`config.mk`:
```
export PLATFORM = sky130hd
export DESIGN_NAME = pipeCtrlTop
export DESIGN_NICKNAME = d
export VERILOG_FILES = /design/src/hw/pipeCtrlPkg.sv /design/src/hw/hazardDetect.sv /design/src/hw/mulDivSequencer.sv /design/src/hw/pipeControl.sv /design/src/hw/pipeCtrlTop.sv
export VERILOG_INCLUDE_DIRS = /design/src /design/src/hw
export SDC_FILE = /design/constraint.sdc
export NUM_CORES = 1
export LEC_CHECK = 0
export BUFFER_PORTS_ARGS = -buffer_cell sky130_fd_sc_hd__buf_4
export CAP_MARGIN = 20
export CORE_MARGIN = 4
export CORE_UTILIZATION = 41
export DETAILED_ROUTE_END_ITERATION = 16
export GPL_TIMING_DRIVEN = 0
export PLACE_DENSITY = 0.79
export SLEW_MARGIN = 20
export SYNTH_ARGS = -nofsm -noshare
export SYNTH_HDL_FRONTEND = slang
export SYNTH_SLANG_ARGS = --single-unit
```
`constraint.sdc`:
```
create_clock -name clk -period 2 [get_ports clk]
set_input_delay 0.1 -clock clk [delete_from_list [all_inputs] [get_ports clk]]
set_output_delay 0.1 -clock clk [all_outputs]
set_load 0.1 [all_outputs]
```
`src/hw/pipeCtrl_defs.svh`:
```
// Pipeline control constants
`ifndef PIPECTRL_DEFS_SVH
`define PIPECTRL_DEFS_SVH

// register number width, 32 architectural registers
`define REG_ADDR_W 5

// busy cycles of one multiply or divide
`define MULDIV_CYCLES 4

// wide enough to hold MULDIV_CYCLES - 1
`define MULDIV_CNT_W 3

// active level of the exception flush
`define FLUSH_ENABLE 1'b1

`endif

```
`src/hw/pipeCtrlPkg.sv`:
```
// Pipeline control types
`include "pipeCtrl_defs.svh"

package pipeCtrlPkg;

    // architectural register number
    typedef logic [`REG_ADDR_W-1:0] regAddrT;

    // multiply/divide busy counter
    typedef logic [`MULDIV_CNT_W-1:0] mulDivCntT;

    // multiply/divide sequencer states
    typedef enum logic [1:0] {
        mdIdle,
        mdBusy,
        // result ready, waiting for exe to advance
        mdDone
    } mulDivStateT;

endpackage

```
`src/hw/hazardDetect.sv`:
```
// Load-use hazard detection
module hazardDetect (
    input  pipeCtrlPkg::regAddrT idRs,
    input  pipeCtrlPkg::regAddrT idRt,
    input  logic                 idUsesRs,
    input  logic                 idUsesRt,
    input  pipeCtrlPkg::regAddrT exeWrReg,
    input  logic                 exeIsLoad,
    input  pipeCtrlPkg::regAddrT memWrReg,
    input  logic                 memIsLoad,
    input  pipeCtrlPkg::regAddrT mem2WrReg,
    input  logic                 mem2IsLoad,
    output logic                 exDhStall,
    output logic                 memDhStall,
    output logic                 mem2DhStall
);
    import pipeCtrlPkg::*;

    // one load stage against both id operands
    function automatic logic loadUse(
        input regAddrT dstReg,
        input logic    isLoad,
        input regAddrT rs,
        input logic    usesRs,
        input regAddrT rt,
        input logic    usesRt
    );
        logic rsHit;
        logic rtHit;
        rsHit = usesRs && (rs == dstReg);
        rtHit = usesRt && (rt == dstReg);
        // $zero is never a real destination
        return isLoad && (dstReg != regAddrT'(0)) && (rsHit || rtHit);
    endfunction

    // stages are checked independently, priority lives in pipeControl
    always_comb begin
        exDhStall   = loadUse(exeWrReg, exeIsLoad, idRs, idUsesRs, idRt, idUsesRt);
        memDhStall  = loadUse(memWrReg, memIsLoad, idRs, idUsesRs, idRt, idUsesRt);
        mem2DhStall = loadUse(mem2WrReg, mem2IsLoad, idRs, idUsesRs, idRt, idUsesRt);
    end

endmodule

```
`src/hw/mulDivSequencer.sv`:
```
// Multiply/divide busy sequencer
`include "pipeCtrl_defs.svh"

module mulDivSequencer (
    input  logic clk,
    input  logic arstN,
    input  logic exeMulDivStart,
    input  logic exeWr,
    output logic mulDivBusy
);
    import pipeCtrlPkg::*;

    mulDivStateT state;
    mulDivStateT stateNext;
    mulDivCntT   cnt;
    mulDivCntT   cntNext;

    always_comb begin
        stateNext = state;
        cntNext   = cnt;
        case (state)
            mdIdle: begin
                if (exeMulDivStart) begin
                    stateNext = mdBusy;
                    // counts down to zero, one busy cycle per value
                    cntNext   = mulDivCntT'(`MULDIV_CYCLES - 1);
                end
            end
            mdBusy: begin
                if (cnt == mulDivCntT'(0)) begin
                    stateNext = mdDone;
                end else begin
                    cntNext = cnt - mulDivCntT'(1);
                end
            end
            mdDone: begin
                // the finished op leaves exe once exeWr is seen
                if (exeWr) begin
                    stateNext = mdIdle;
                end
            end
            default: begin
                stateNext = mdIdle;
            end
        endcase
    end

    always_ff @(posedge clk or negedge arstN) begin
        if (!arstN) begin
            state <= mdIdle;
            cnt   <= '0;
        end else begin
            state <= stateNext;
            cnt   <= cntNext;
        end
    end

    assign mulDivBusy = (state == mdBusy);

endmodule

```
`src/hw/pipeControl.sv`:
```
// Pipeline stall and flush priority decoder
`include "pipeCtrl_defs.svh"

module pipeControl (
    input  logic flushException,
    input  logic iTlbStall,
    input  logic dTlbStall,
    input  logic iCacheBusy,
    input  logic dCacheBusy,
    input  logic exDhStall,
    input  logic memDhStall,
    input  logic mem2DhStall,
    input  logic exePredictFailed,
    input  logic exePfFlushAll,
    input  logic exeIsBranchLikely,
    input  logic exeIsTaken,
    input  logic mulDivBusy,
    output logic preIfWr,
    output logic ifWr,
    output logic idWr,
    output logic exeWr,
    output logic memWr,
    output logic mem2Wr,
    output logic wbWr,
    output logic ifFlush,
    output logic idFlush,
    output logic exeFlush,
    output logic memFlush,
    output logic mem2Flush,
    output logic wbFlush,
    output logic idDisWr,
    output logic exeDisWr,
    output logic memDisWr,
    output logic wbDisWr,
    output logic iReqValid,
    output logic dReqValid,
    output logic iCacheStall,
    output logic dCacheStall
);
    logic excFlush;
    logic likelyFlush;
    logic holdAll;

    assign excFlush    = (flushException == `FLUSH_ENABLE);
    // taken branch-likely kills its delay slot in exe
    assign likelyFlush = exeIsBranchLikely && exeIsTaken;
    // d side ranks over i side over mul/div, all freeze the same way
    assign holdAll     = dTlbStall || dCacheBusy || iTlbStall || iCacheBusy || mulDivBusy;

    always_comb begin
        {preIfWr, ifWr, idWr, exeWr, memWr, mem2Wr, wbWr} = '0;
        {ifFlush, idFlush, exeFlush, memFlush, mem2Flush, wbFlush} = '0;
        {idDisWr, memDisWr, wbDisWr} = '0;
        {iCacheStall, dCacheStall} = '0;
        if (holdAll) begin
            memDisWr    = 1'b1;
            wbDisWr     = 1'b1;
            iCacheStall = 1'b1;
            dCacheStall = 1'b1;
        end else if (excFlush) begin
            // let mem2 and wb retire, restart fetch at the handler
            {preIfWr, mem2Wr, wbWr} = '1;
            {ifFlush, idFlush, exeFlush, memFlush} = '1;
            memDisWr = 1'b1;
        end else if (exePfFlushAll) begin
            {preIfWr, exeWr, memWr, mem2Wr, wbWr} = '1;
            {ifFlush, idFlush, exeFlush} = '1;
        end else if (mem2DhStall) begin
            {mem2Wr, wbWr} = '1;
            mem2Flush   = 1'b1;
            memDisWr    = 1'b1;
            iCacheStall = 1'b1;
        end else if (memDhStall) begin
            {memWr, mem2Wr, wbWr} = '1;
            memFlush    = 1'b1;
            iCacheStall = 1'b1;
        end else if (exDhStall) begin
            {exeWr, memWr, mem2Wr, wbWr} = '1;
            exeFlush    = 1'b1;
            idDisWr     = 1'b1;
            iCacheStall = 1'b1;
        end else if (exePredictFailed) begin
            {preIfWr, exeWr, memWr, mem2Wr, wbWr} = '1;
            {ifFlush, idFlush} = '1;
            exeFlush = likelyFlush;
        end else begin
            {preIfWr, ifWr, idWr, exeWr, memWr, mem2Wr, wbWr} = '1;
            exeFlush = likelyFlush;
        end
    end

    // blocks hi/lo writes from the instruction in exe
    always_comb begin
        if (excFlush) begin
            exeDisWr = 1'b1;
        end else if (exePfFlushAll) begin
            exeDisWr = 1'b0;
        end else begin
            exeDisWr = memDhStall || mulDivBusy;
        end
    end

    // no new fetch while fetch is about to be redirected or held
    assign iReqValid = !(excFlush || mem2DhStall || memDhStall || exDhStall ||
                         exePredictFailed || exePfFlushAll);
    assign dReqValid = !excFlush;

endmodule

```
`src/hw/pipeCtrlTop.sv`:
```
// Pipeline hazard and flush control
module pipeCtrlTop (
    input  logic                 clk,
    input  logic                 arstN,
    input  logic                 flushException,
    input  logic                 iTlbStall,
    input  logic                 dTlbStall,
    input  logic                 iCacheBusy,
    input  logic                 dCacheBusy,
    input  pipeCtrlPkg::regAddrT idRs,
    input  pipeCtrlPkg::regAddrT idRt,
    input  logic                 idUsesRs,
    input  logic                 idUsesRt,
    input  pipeCtrlPkg::regAddrT exeWrReg,
    input  logic                 exeIsLoad,
    input  pipeCtrlPkg::regAddrT memWrReg,
    input  logic                 memIsLoad,
    input  pipeCtrlPkg::regAddrT mem2WrReg,
    input  logic                 mem2IsLoad,
    input  logic                 exePredictFailed,
    input  logic                 exePfFlushAll,
    input  logic                 exeIsBranchLikely,
    input  logic                 exeIsTaken,
    input  logic                 exeMulDivStart,
    output logic                 preIfWr,
    output logic                 ifWr,
    output logic                 idWr,
    output logic                 exeWr,
    output logic                 memWr,
    output logic                 mem2Wr,
    output logic                 wbWr,
    output logic                 ifFlush,
    output logic                 idFlush,
    output logic                 exeFlush,
    output logic                 memFlush,
    output logic                 mem2Flush,
    output logic                 wbFlush,
    output logic                 idDisWr,
    output logic                 exeDisWr,
    output logic                 memDisWr,
    output logic                 wbDisWr,
    output logic                 iReqValid,
    output logic                 dReqValid,
    output logic                 iCacheStall,
    output logic                 dCacheStall
);
    logic exDhStall;
    logic memDhStall;
    logic mem2DhStall;
    logic mulDivBusy;

    hazardDetect u_hazardDetect (.*);

    // exeWr closes the loop, busy is registered so no comb path
    mulDivSequencer u_mulDivSequencer (
        .clk            (clk),
        .arstN          (arstN),
        .exeMulDivStart (exeMulDivStart),
        .exeWr          (exeWr),
        .mulDivBusy     (mulDivBusy)
    );

    pipeControl u_pipeControl (.*);

endmodule

```
==> results of run 1 <==
## what timing repair did
item,4_1_cts,5_1_grt
buffers inserted,0,1
endpoints found under the setup margin,5,7
pin swaps,1,2
hold buffers,1,0
hold endpoints to repair,5,0
gates resized for setup,4,2
## area by class of cell
type / count / area, µm² / area share
multi-input combinational: 99 / 827 / 0.517
buffer: 6 / 57.6 / 0.0360
timing repair buffer: 63 / 492 / 0.308
clock buffer: 4 / 26.3 / 0.0164
sequential: 5 / 125 / 0.0782
tap: 27 / 33.8 / 0.0211
inverter: 9 / 37.5 / 0.0235
## Yosys cell counts, types with 2 or more instances
cell type,n,area (µm²)
sky130_fd_sc_hd__o22ai_1,3,18.8
sky130_fd_sc_hd__buf_4,5,37.5
sky130_fd_sc_hd__a21oi_2,2,17.5
sky130_fd_sc_hd__ha_1,2,25.0
sky130_fd_sc_hd__nand4_1,6,37.5
sky130_fd_sc_hd__o21ai_0,6,30.0
sky130_fd_sc_hd__nor2_1,6,22.5
sky130_fd_sc_hd__and3_1,2,12.5
sky130_fd_sc_hd__inv_1,8,30.0
sky130_fd_sc_hd__dfrtp_1,5,125
sky130_fd_sc_hd__nand2_1,13,48.8
sky130_fd_sc_hd__xnor2_1,30,263
sky130_fd_sc_hd__or4_1,3,22.5
sky130_fd_sc_hd__a21oi_1,3,15.0
sky130_fd_sc_hd__o211ai_1,3,22.5
sky130_fd_sc_hd__nor2b_1,2,12.5
## registers in the layout, indices dropped and copies added (netlist names)
| register | cells |
|---|---|
| u_mulDivSequencer.cnt | 3 |
| u_mulDivSequencer.state | 2 |
## per-layer routing
metal / vias up / global-route usage
met4: 0 / 0.0833
met1: 491 / 0.209
met3: 8 / 0.0396
met5: - / 0
met2: 61 / 0.340
li1: 554 / -
## metrics by stage
step | total power (W) | setup TNS (ns) | cell area [µm²]
final | 0.000962 | 0 | 1600
after global routing | 0.00102 | -0.0167 | 1600
after CTS | 0.000962 | 0 | 1580
after detailed placement | 0.000840 | -0.266 | 1530
after global placement | 0.000814 | -0.191 | 1530
after floorplan | 0.000647 | -0.910 | 1040
## cell usage in the layout, fill, tap and decap left out, types with 2 or more instances in the layout
cell type and n:
sky130_fd_sc_hd__inv_2 3, sky130_fd_sc_hd__nand4_1 6, sky130_fd_sc_hd__buf_12 2, sky130_fd_sc_hd__o211ai_1 3
sky130_fd_sc_hd__a21oi_1 2, sky130_fd_sc_hd__ha_1 2, sky130_fd_sc_hd__xnor2_1 30, sky130_fd_sc_hd__nor2_1 6
sky130_fd_sc_hd__a21oi_2 2, sky130_fd_sc_hd__dfrtp_1 5, sky130_fd_sc_hd__o21ai_0 5, sky130_fd_sc_hd__or4_1 2
sky130_fd_sc_hd__nor2b_1 2, sky130_fd_sc_hd__o22ai_1 2, sky130_fd_sc_hd__inv_1 5, sky130_fd_sc_hd__clkbuf_4 4
sky130_fd_sc_hd__nand2_1 11, sky130_fd_sc_hd__buf_4 64
## logic make-up after synthesis
kind of cell / Yosys count
compound gates: 28
xor+xnor: 30
buf+inv: 15
flops: 5
simple gates: 38
other cells: 1
fa+ha+maj: 2
## worst register-to-register path: cells and delay by family, from the launching register on
| kind | cells | cell delay, ns |
|---|---|---|
| AOI/OAI and AO/OA | 2 | 0.38 |
| DFF | 1 | 0.36 |
| adders and majority gates | 1 | 0.23 |
| and+or+nand+nor | 2 | 0.19 |
| buffers and inverters | 1 | 0.08 |
## where the power goes
group	switching (W)	leakage [nW]	internal (W)
logic	0.000416	0.648	0.000247
clock network	0.0000403	0.0150	0.0000753
registers	0.0000351	0.0583	0.000149
total	0.000491	0.722	0.000471
## worst max path at each step
stage                       startpoint   endpoint  slack (ns)  depth (start not counted)
after floorplan           mem2WrReg[1]  iReqValid       -0.29                          5
final                     mem2WrReg[1]       idWr        0.05                          7
after global routing      mem2WrReg[1]       idWr       -0.01                          7
after detailed placement   memWrReg[1]       ifWr       -0.12                          8
after global placement     memWrReg[1]       ifWr       -0.09                          8
after CTS                 mem2WrReg[1]       ifWr        0.02                          8
==> impl_summary.log, run 1 <==
[metrics] run status: finished clean
[metrics] met1 WL: 1160 µm
[metrics] Hold Fails Final Rpt: 0
[metrics] Initial DRT Pass Iterations: 4
[metrics] DRC violation total after the first TritonRoute iteration: 26
[metrics] HPWL after detailed placement: 2620 µm
[metrics] clock-pin slew on the worst setup and hold paths: around 0.040 ns
[metrics] area share of fa/ha/maj cells after synthesis: 0.0271
[metrics] Required @ worst endpoint: 1.90 ns
[metrics] depth of the most critical reg-to-reg path: 6
[metrics] Met3 Wirelength: 247 µm
[metrics] gate count after technology mapping: 119
[metrics] number of max-cap violations: 0
[metrics] area added between synthesis and finish: 73.4%
[metrics] share of cells above drive strength 1: 0.500
[metrics] antenna diode count: 0
[metrics] post-synth net total: 163
[metrics] worst stage delay on the critical path: ~0.54 ns
[metrics] Pleak: between 0.7 and 0.8 nW
[metrics] drt total wl: around 3000 µm
[metrics] Layout fillers: 146
[metrics] CTS tree: yes
[metrics] total global routing track utilization: 0.188
[metrics] tightest hold margin: 0.213 ns
[metrics] clock skew after layout: 0.00323 ns
[metrics] library cell used as clock root buffer: sky130_fd_sc_hd__clkbuf_4
[metrics] clock buffers created by TritonCTS: 3
[metrics] Ys Warns: 0
[metrics] # placed instances: a little over 200
[metrics] Die Ht: 55.4 µm
[metrics] final critical-path required period: 1.95 ns
[metrics] share of cell area taken by muxes after synthesis: 0
[metrics] startpoint of the most critical register-to-register path: u_mulDivSequencer.cnt[0]
[metrics] CP startpoint kind: primary input
[metrics] clock buffer depth: 2
[metrics] die width: 55.4 µm
[metrics] cell family with most CP delay: simple AND/OR/NAND/NOR gates
[metrics] area of the die: 3070 µm²
[metrics] highest ir drop seen on vdd: 0.391 mV
[metrics] post-route DRC violation count: 0
[metrics] kind of critical path: in2out
[metrics] initial core utilization: 0.452
[metrics] post-layout util: 0.783
[metrics] CP max-delay cell: sky130_fd_sc_hd__or4_4
[metrics] Post-Synthesis Cell Area: 922 µm²
[metrics] later-pin clock latency in the skew report: roughly 0.24 ns
[metrics] number of standard cells in the layout, taps in and fillers out: ~210
[metrics] number of buffers and inverters on the critical path: 3
[metrics] post-detailed-route via-to-cell ratio: about 5.2
[metrics] Syn Area/Cell: between 7 and 8 µm²
[metrics] CTS H-tree lvls: 1
[metrics] Overflow after GRT: 0
[metrics] share of synthesized area occupied by flip-flops and latches: 0.136
[metrics] post-route clock period utilization: 0.974
[metrics] number of cell rows: 16
[metrics] DP Worst Slack: -0.121 ns
[metrics] Async SR Flop Fraction: 1.00
[metrics] maximum number of pins on one net before global-route repair: 10
[metrics] RePlAce Congestion: approximately 0.88
[metrics] pins over their slew limit: 0
[metrics] dominant synthesized flop cell: sky130_fd_sc_hd__dfrtp_1
[metrics] combinational family with the most area after synthesis: XOR/XNOR gates
[metrics] number of sinks on the clock net: 5
[metrics] cell repeated most along the worst path: sky130_fd_sc_hd__buf_4
[metrics] antenna violations before repair: 0
[metrics] Final #Nets: 231
[metrics] setup violation total in the final timing report: 0
[metrics] Highest Signal Layer: met4
[metrics] cells traversed along the worst timing path: buf_4 -> or4_4 -> o21ai_4 -> inv_2 -> a22oi_4 -> and4b_2 -> buf_4
[metrics] standard cell core area: just over 2000 µm²
[metrics] simple-gate area share of the yosys netlist: 0.235
[metrics] Worst Path Arrival: 1.85 ns
[metrics] via count: 1114
[metrics] maximum fanout along the worst path: 7
[metrics] capturing point of the worst reg2reg path: u_mulDivSequencer.cnt[1]
[metrics] maximum clock frequency: around 0.51 GHz
[metrics] number of buffer cells added on primary ports: 61
[metrics] WL/cell: 14.1 µm
[metrics] Antenna Violating Nets Remaining: 0
[metrics] post-synthesis compound-gate area fraction: 0.232
[metrics] path type of the worst min-delay path: in2async
[metrics] number of enable-type register cells in the synthesized netlist: 0
[metrics] Cell Pwr Density: approximately 600 nW/µm²
[metrics] CP endpoint kind: output pin
[metrics] number of primary I/O pins: 63
[metrics] Distinct cells, synth: 36
[metrics] setup slack, reg-to-reg: 0.67 ns
[metrics] unrepaired setup endpoints after global routing: true
[metrics] post-route setup slack: 0.0515 ns
[metrics] first-pass GRT wire length: about 4800 µm
[metrics] xor/xnor share of the synthesized area: 0.285
[metrics] metal2 WL: 1530 µm
[metrics] number of synthesized register bits: 5
[metrics] via count of the first global-routing pass: 1125
Note: power is estimated with default switching activity, not from simulation.
==> inputs of run 2 (changes only) <==
--- a/config.mk
+++ b/config.mk
@@ -8,7 +8,6 @@
 export LEC_CHECK = 0
 export BUFFER_PORTS_ARGS = -buffer_cell sky130_fd_sc_hd__buf_4
 export CAP_MARGIN = 20
-export CORE_MARGIN = 4
 export CORE_UTILIZATION = 41
 export DETAILED_ROUTE_END_ITERATION = 16
 export GPL_TIMING_DRIVEN = 0
==> run 2 against run 1 <==
Power barely moved. Sequential power barely moved. Clock-buffer cell count did not move. Clock power barely moved. Combinational power fell by 0.6%. Global-route usage rose by 5.8 points. Register-to-register slack barely moved. Final cell count fell by 0.47%. Utilization rose by 0.43 points. Final area rose by 0.55%. Sequential share of layout area barely moved. Wire length fell by 6.0%.
==> impl_summary.log, run 2 (synthesis gave the netlist of run 1 again) <==
[metrics] run status: finished clean
[metrics] max reg flops: 3
[metrics] maximum fanout along the worst path: 7
[metrics] leading cell type in the layout, fill and taps excluded: sky130_fd_sc_hd__buf_4
[metrics] total power consumption of the routed design: 0.000961 W
[metrics] clock buffer depth: 2
[metrics] number of standard cells in the layout, taps in and fillers out: 212
[metrics] startpoint of the most critical register-to-register path: u_mulDivSequencer.cnt[0]
[metrics] via count: 1115
[metrics] via count of the first global-routing pass: 1067
[metrics] unrepaired setup endpoints after global routing: true
[metrics] worst stage delay on the critical path: 0.54 ns
[metrics] Overflow after GRT: 0
[metrics] Pleak: between 0.7 and 0.8 nW
[metrics] maximum clock frequency: 0.510 GHz
[metrics] maximum number of pins on one net before global-route repair: 10
[metrics] CTS tree: yes
[metrics] library cell used as clock root buffer: sky130_fd_sc_hd__clkbuf_4
[metrics] Antenna Violating Nets Remaining: 0
[metrics] standard cell core area: 2040 µm²
[metrics] cell repeated most along the worst path: sky130_fd_sc_hd__buf_4
[metrics] post-detailed-route via-to-cell ratio: 5.26
[metrics] Multi-input gate area: 827 µm²
[metrics] pins over their slew limit: 0
[metrics] number of sinks on the clock net: 5
[metrics] Hold Fails Final Rpt: 0
[metrics] cell family with most CP delay: simple AND/OR/NAND/NOR gates
[metrics] clock buffers created by TritonCTS: 3
[metrics] Worst Path Arrival: 1.86 ns
[metrics] cells traversed along the worst timing path: buf_4 -> or4_4 -> o21ai_4 -> inv_2 -> a22oi_4 -> and4b_2 -> buf_4
[metrics] post-route clock period utilization: 0.981
[metrics] Required @ worst endpoint: 1.90 ns
[metrics] most frequent cells in the layout: sky130_fd_sc_hd__buf_4, sky130_fd_sc_hd__xnor2_1, sky130_fd_sc_hd__nand2_1
[metrics] DRC violation total after the first TritonRoute iteration: 12
[metrics] CP endpoint kind: output pin
[metrics] area of the die: 2440 µm²
[metrics] depth of the most critical reg-to-reg path: 6
[metrics] CP max-delay cell: sky130_fd_sc_hd__or4_4
[metrics] Initial DRT Pass Iterations: 4
[metrics] Layout fillers: 165
[metrics] Top Registers: u_mulDivSequencer.cnt (3), u_mulDivSequencer.state (2)
[metrics] HPWL after detailed placement: 2340 µm
[metrics] final critical-path required period: 1.96 ns
[metrics] drt total wl: 2830 µm
[metrics] clock-pin slew on the worst setup and hold paths: ~0.040 ns
[metrics] initial core utilization: 0.452
[metrics] antenna diode count: 0
[metrics] number of cell rows: 16
[metrics] share of cells above drive strength 1: 0.497
[metrics] RePlAce Congestion: 0.920
[metrics] number of max-cap violations: 0
[metrics] Cell Pwr Density: 598 nW/µm²
[metrics] setup violation total in the final timing report: 0
[metrics] area added between synthesis and finish: 74.4%
[metrics] number of buffers and inverters on the critical path: 3
[metrics] Final #Nets: 230
[metrics] antenna violations before repair: 0
[metrics] CP startpoint kind: primary input
[metrics] transition time of the tightest slew-check pin: 0.638 ns
[metrics] first-pass GRT wire length: 4720 µm
[metrics] post-layout util: 0.787
[metrics] highest ir drop seen on vdd: 0.410 mV
[metrics] post-route DRC violation count: 0
[metrics] capturing point of the worst reg2reg path: u_mulDivSequencer.cnt[1]
[metrics] WL/cell: 13.3 µm
[metrics] area of all sequential standard cells: approximately 130 µm²
[metrics] number of primary I/O pins: 63
[metrics] Worst slew margin: 0.575
[metrics] number of buffer cells added on primary ports: approximately 60
[metrics] path type of the worst min-delay path: in2async
[metrics] clock skew after layout: around 0.0046 ns
[metrics] # placed instances: 207
[metrics] kind of critical path: in2out
[metrics] total global routing track utilization: 0.246
[metrics] Die Ht: 49.4 µm
[metrics] setup slack, reg-to-reg: 0.66 ns
[metrics] CTS H-tree lvls: 1
[metrics] top register by number of flip-flops: u_mulDivSequencer.cnt
[metrics] die width: 49.4 µm
[metrics] later-pin clock latency in the skew report: 0.24 ns
## run 2: how the worst max path moves through the flow
stage,startpoint,end,slack (ns),cells past startpoint
after floorplan,mem2WrReg[1],iReqValid,-0.29,5
after global placement,memWrReg[1],ifWr,-0.11,8
after global routing,mem2WrReg[1],idWr,-0.02,7
after CTS,mem2WrReg[1],ifWr,0.01,8
final,mem2WrReg[1],idWr,0.04,7
after detailed placement,memWrReg[1],ifWr,-0.12,8
## run 2: timing repair
item	4_1_cts	5_1_grt
hold buffers	1	0
buffers inserted	0	0
hold endpoints to repair	5	0
resized for setup	3	7
pin swaps	1	1
setup endpoints to repair	5	5
## run 2: layout make-up
type / count / share of cell area
timing repair buffer: 62 / 0.311
clock buffer: 4 / 0.0163
multi-input combinational: 99 / 0.514
buffer: 6 / 0.0358
inverter: 9 / 0.0233
sequential: 5 / 0.0778
tap: 27 / 0.0210
## run 2: power by group
group	leakage, nW	switching [W]	total, W	internal [W]
Clock	0.0150	0.0000407	0.000116	0.0000754
Combinational	0.652	0.000409	0.000659	0.000250
Sequential	0.0583	0.0000370	0.000186	0.000149
Total	0.726	0.000487	0.000961	0.000475
## run 2: per-layer routing
metal  part of all wire  wire length, µm  track usage  vias up
met2               0.52             1480        0.443       50
met5                  0                0            0        -
met3              0.062              174       0.0280        2
met1               0.41             1160        0.295      507
li1                   -                -            -      556
met4             0.0057               16       0.0952        0
## run 2: through the flow
| step | hold slack, ns | instance area (µm²) | setup slack, ns | TNS (ns) |
|---|---|---|---|---|
| floorplan | -0.196 | 1040 | -0.288 | -0.910 |
| global placement | -0.100 | 1530 | -0.108 | -0.276 |
| detailed placement | -0.0968 | 1530 | -0.122 | -0.347 |
| CTS | 0.192 | 1580 | 0.0105 | 0 |
| global route | 0.213 | 1610 | -0.0192 | -0.0335 |
| finish | 0.198 | 1610 | 0.0382 | 0 |
==> inputs of run 3 (changes only) <==
--- a/config.mk
+++ b/config.mk
@@ -10,7 +10,6 @@
 export CAP_MARGIN = 20
 export CORE_UTILIZATION = 41
 export DETAILED_ROUTE_END_ITERATION = 16
-export GPL_TIMING_DRIVEN = 0
 export PLACE_DENSITY = 0.79
 export SLEW_MARGIN = 20
 export SYNTH_ARGS = -nofsm -noshare
==> run 3 against run 2 <==
Die area is the same. Maximum frequency grew 1.5%. Global-route usage shrank 0.71 points. Final area shrank 3.4%. Critical endpoint unchanged. Clock power is essentially flat. Sequential power grew 12%. Hold slack gained 0.0037 ns. Non-clock buffer count shrank 3. Combinational power shrank 7.1%.
==> impl_summary.log, run 3 (synthesis gave the netlist of run 1 again) <==
[metrics] die width: 49.4 µm
[metrics] via count: ~1100
[metrics] Seq pwr share: 0.221
[metrics] Die Ht: 49.4 µm
[metrics] clock-pin slew on the worst setup and hold paths: 0.04 ns
[metrics] number of cell rows: 16
[metrics] Initial DRT Pass Iterations: 4
[metrics] unrepaired setup endpoints after global routing: true
[metrics] Overflow after GRT: 0
[metrics] # placed instances: 204
[metrics] final critical-path required period: between 1.5 and 2 ns
[metrics] initial core utilization: 0.452
[metrics] pins over their slew limit: 0
[metrics] Worst Path Arrival: between 1.5 and 2 ns
[metrics] Net Switching: between 0.0004 and 0.0005 W
[metrics] CP startpoint kind: primary input
[metrics] RePlAce Congestion: 0.982
[metrics] highest ir drop seen on vdd: roughly 0.4 mV
[metrics] share of cells above drive strength 1: 0.484
[metrics] number of max-cap violations: 0
[metrics] standard cell core area: 2040 µm²
[metrics] via count of the first global-routing pass: 1095
[metrics] final design instance area without fill: 1550 µm²
[metrics] power share of the clock group: 0.126
[metrics] area of the die: 2440 µm²
[metrics] final-layout setup total negative slack: 0 ns
[metrics] post-CTS setup buffer count: 0
[metrics] post-detailed-route via-to-cell ratio: 5.37
[metrics] kind of critical path: in2out
[metrics] WL/cell: 13.2 µm
[metrics] combinational cell fraction of total power: 0.653
[metrics] post-route DRC violation count: 0
[metrics] drt total wl: between 2000 and 3000 µm
[metrics] Required @ worst endpoint: ~1.9 ns
[metrics] maximum number of pins on one net before global-route repair: 10
[metrics] number of standard cells in the layout, taps in and fillers out: 209
[metrics] Cell Pwr Density: 604 nW/µm²
[metrics] most frequent cells in the layout: sky130_fd_sc_hd__buf_4, sky130_fd_sc_hd__xnor2_1, sky130_fd_sc_hd__nand2_1
[metrics] internal portion of total power: 0.000453 W
[metrics] total global routing track utilization: 0.239
[metrics] Pleak: 0.703 nW
[metrics] number of sinks on the clock net: 5
[metrics] startpoint of the most critical register-to-register path: u_mulDivSequencer.cnt[0]
[metrics] first-pass GRT wire length: between 4000 and 5000 µm
[metrics] number of buffer cells added on primary ports: 61
[metrics] antenna violations before repair: 0
[metrics] capturing point of the worst reg2reg path: u_mulDivSequencer.cnt[1]
[metrics] clock buffer depth: 2
[metrics] DP Worst Slack: -0.0493 ns
[metrics] setup violation total in the final timing report: 0
[metrics] clock buffers created by TritonCTS: 3
[metrics] switching fraction of total power: 0.516
[metrics] clock skew after layout: 0.000859 ns
[metrics] later-pin clock latency in the skew report: between 0.2 and 0.25 ns
[metrics] setup slack, reg-to-reg: 0.64 ns
[metrics] depth of the most critical reg-to-reg path: 6
[metrics] CTS tree: yes
[metrics] library cell used as clock root buffer: sky130_fd_sc_hd__clkbuf_4
[metrics] Antenna Violating Nets Remaining: 0
[metrics] number of primary I/O pins: 63
[metrics] CP endpoint kind: output pin
[metrics] Final #Nets: 227
[metrics] leading cell type in the layout, fill and taps excluded: sky130_fd_sc_hd__buf_4
[metrics] top register by number of flip-flops: u_mulDivSequencer.cnt
[metrics] post-route setup slack: roughly 0.067 ns
[metrics] Top Registers: u_mulDivSequencer.cnt (3), u_mulDivSequencer.state (2)
[metrics] maximum clock frequency: about 0.52 GHz
[metrics] CTS H-tree lvls: 1
[metrics] antenna diode count: 0
[metrics] run status: finished clean
[metrics] standard cell area after detailed placement: 1500 µm²
[metrics] DRC violation total after the first TritonRoute iteration: 14
[metrics] maximum fanout along the worst path: 7
[metrics] path type of the worst min-delay path: in2async
[metrics] max reg flops: 3
[metrics] HPWL after detailed placement: 2380 µm
[metrics] post-route clock period utilization: 0.967
[metrics] area added between synthesis and finish: 68.4%
[metrics] Hold Fails Final Rpt: 0
## run 3: repair_timing
| action | in CTS | in global routing |
|---|---|---|
| pin swaps | 0 | 1 |
| setup endpoints to repair | 5 | 8 |
| gates resized for setup | 3 | 3 |
| hold buffers | 1 | 0 |
| endpoints found under the hold margin | 5 | 0 |
## run 3: layout make-up
cell class	instances	area [µm²]
Tap cell	27	33.8
Timing Repair Buffer	65	509
Clock buffer	4	26.3
Fill cell	156	489
Sequential cell	5	125
Multi-Input combinational cell	99	821
Inverter	9	37.5
## run 3: worst max-delay path by stage
stage	startpoint	endpoint	slack (ns)	depth (start not counted)
after detailed placement	memWrReg[1]	idWr	-0.05	7
after CTS	memWrReg[1]	idWr	-0.04	7
after global routing	memWrReg[1]	idWr	-0.004	7
final	mem2WrReg[1]	idWr	0.07	7
after floorplan	mem2WrReg[1]	iReqValid	-0.29	5
after global placement	memWrReg[1]	idWr	0.03	7
## run 3: metrics by stage
| step | util | total power [W] | hold slack (ns) |
|---|---|---|---|
| final | 0.760 | 0.000938 | 0.201 |
| after global routing | 0.760 | 0.00101 | 0.196 |
| after CTS | 0.757 | 0.000942 | 0.189 |
| after detailed placement | 0.733 | 0.000817 | -0.0949 |
| after global placement | 0.733 | 0.000791 | -0.100 |
| after floorplan | - | 0.000647 | -0.196 |
## run 3: power by group through the flow
| stage | Combinational [W] | Clock [W] | Sequential [W] |
|---|---|---|---|
| 3_5_place_dp | 0.000608 | 0 | 0.000208 |
| 4_1_cts | 0.000614 | 0.000121 | 0.000207 |
| 6_report | 0.000612 | 0.000118 | 0.000208 |
| 3_3_place_gp | 0.000588 | 0 | 0.000203 |
| 5_1_grt | 0.000662 | 0.000132 | 0.000215 |
| 2_1_floorplan | 0.000472 | 0 | 0.000175 |
## run 3: per-layer routing
layer / track usage / wire (µm) / part of all wire
met1: 0.265 / 1110 / 0.40
met2: 0.420 / 1380 / 0.50
met3: 0.0249 / 163 / 0.059
met4: 0.171 / 112 / 0.040
met5: 0 / 0 / 0
## run 3: critical path: stages
cell                      delay [ns]
sky130_fd_sc_hd__buf_4          0.12
sky130_fd_sc_hd__or4_4          0.54
sky130_fd_sc_hd__o21ai_4        0.17
sky130_fd_sc_hd__inv_2          0.07
sky130_fd_sc_hd__a22oi_4        0.28
sky130_fd_sc_hd__and4b_2        0.32
sky130_fd_sc_hd__buf_6          0.23
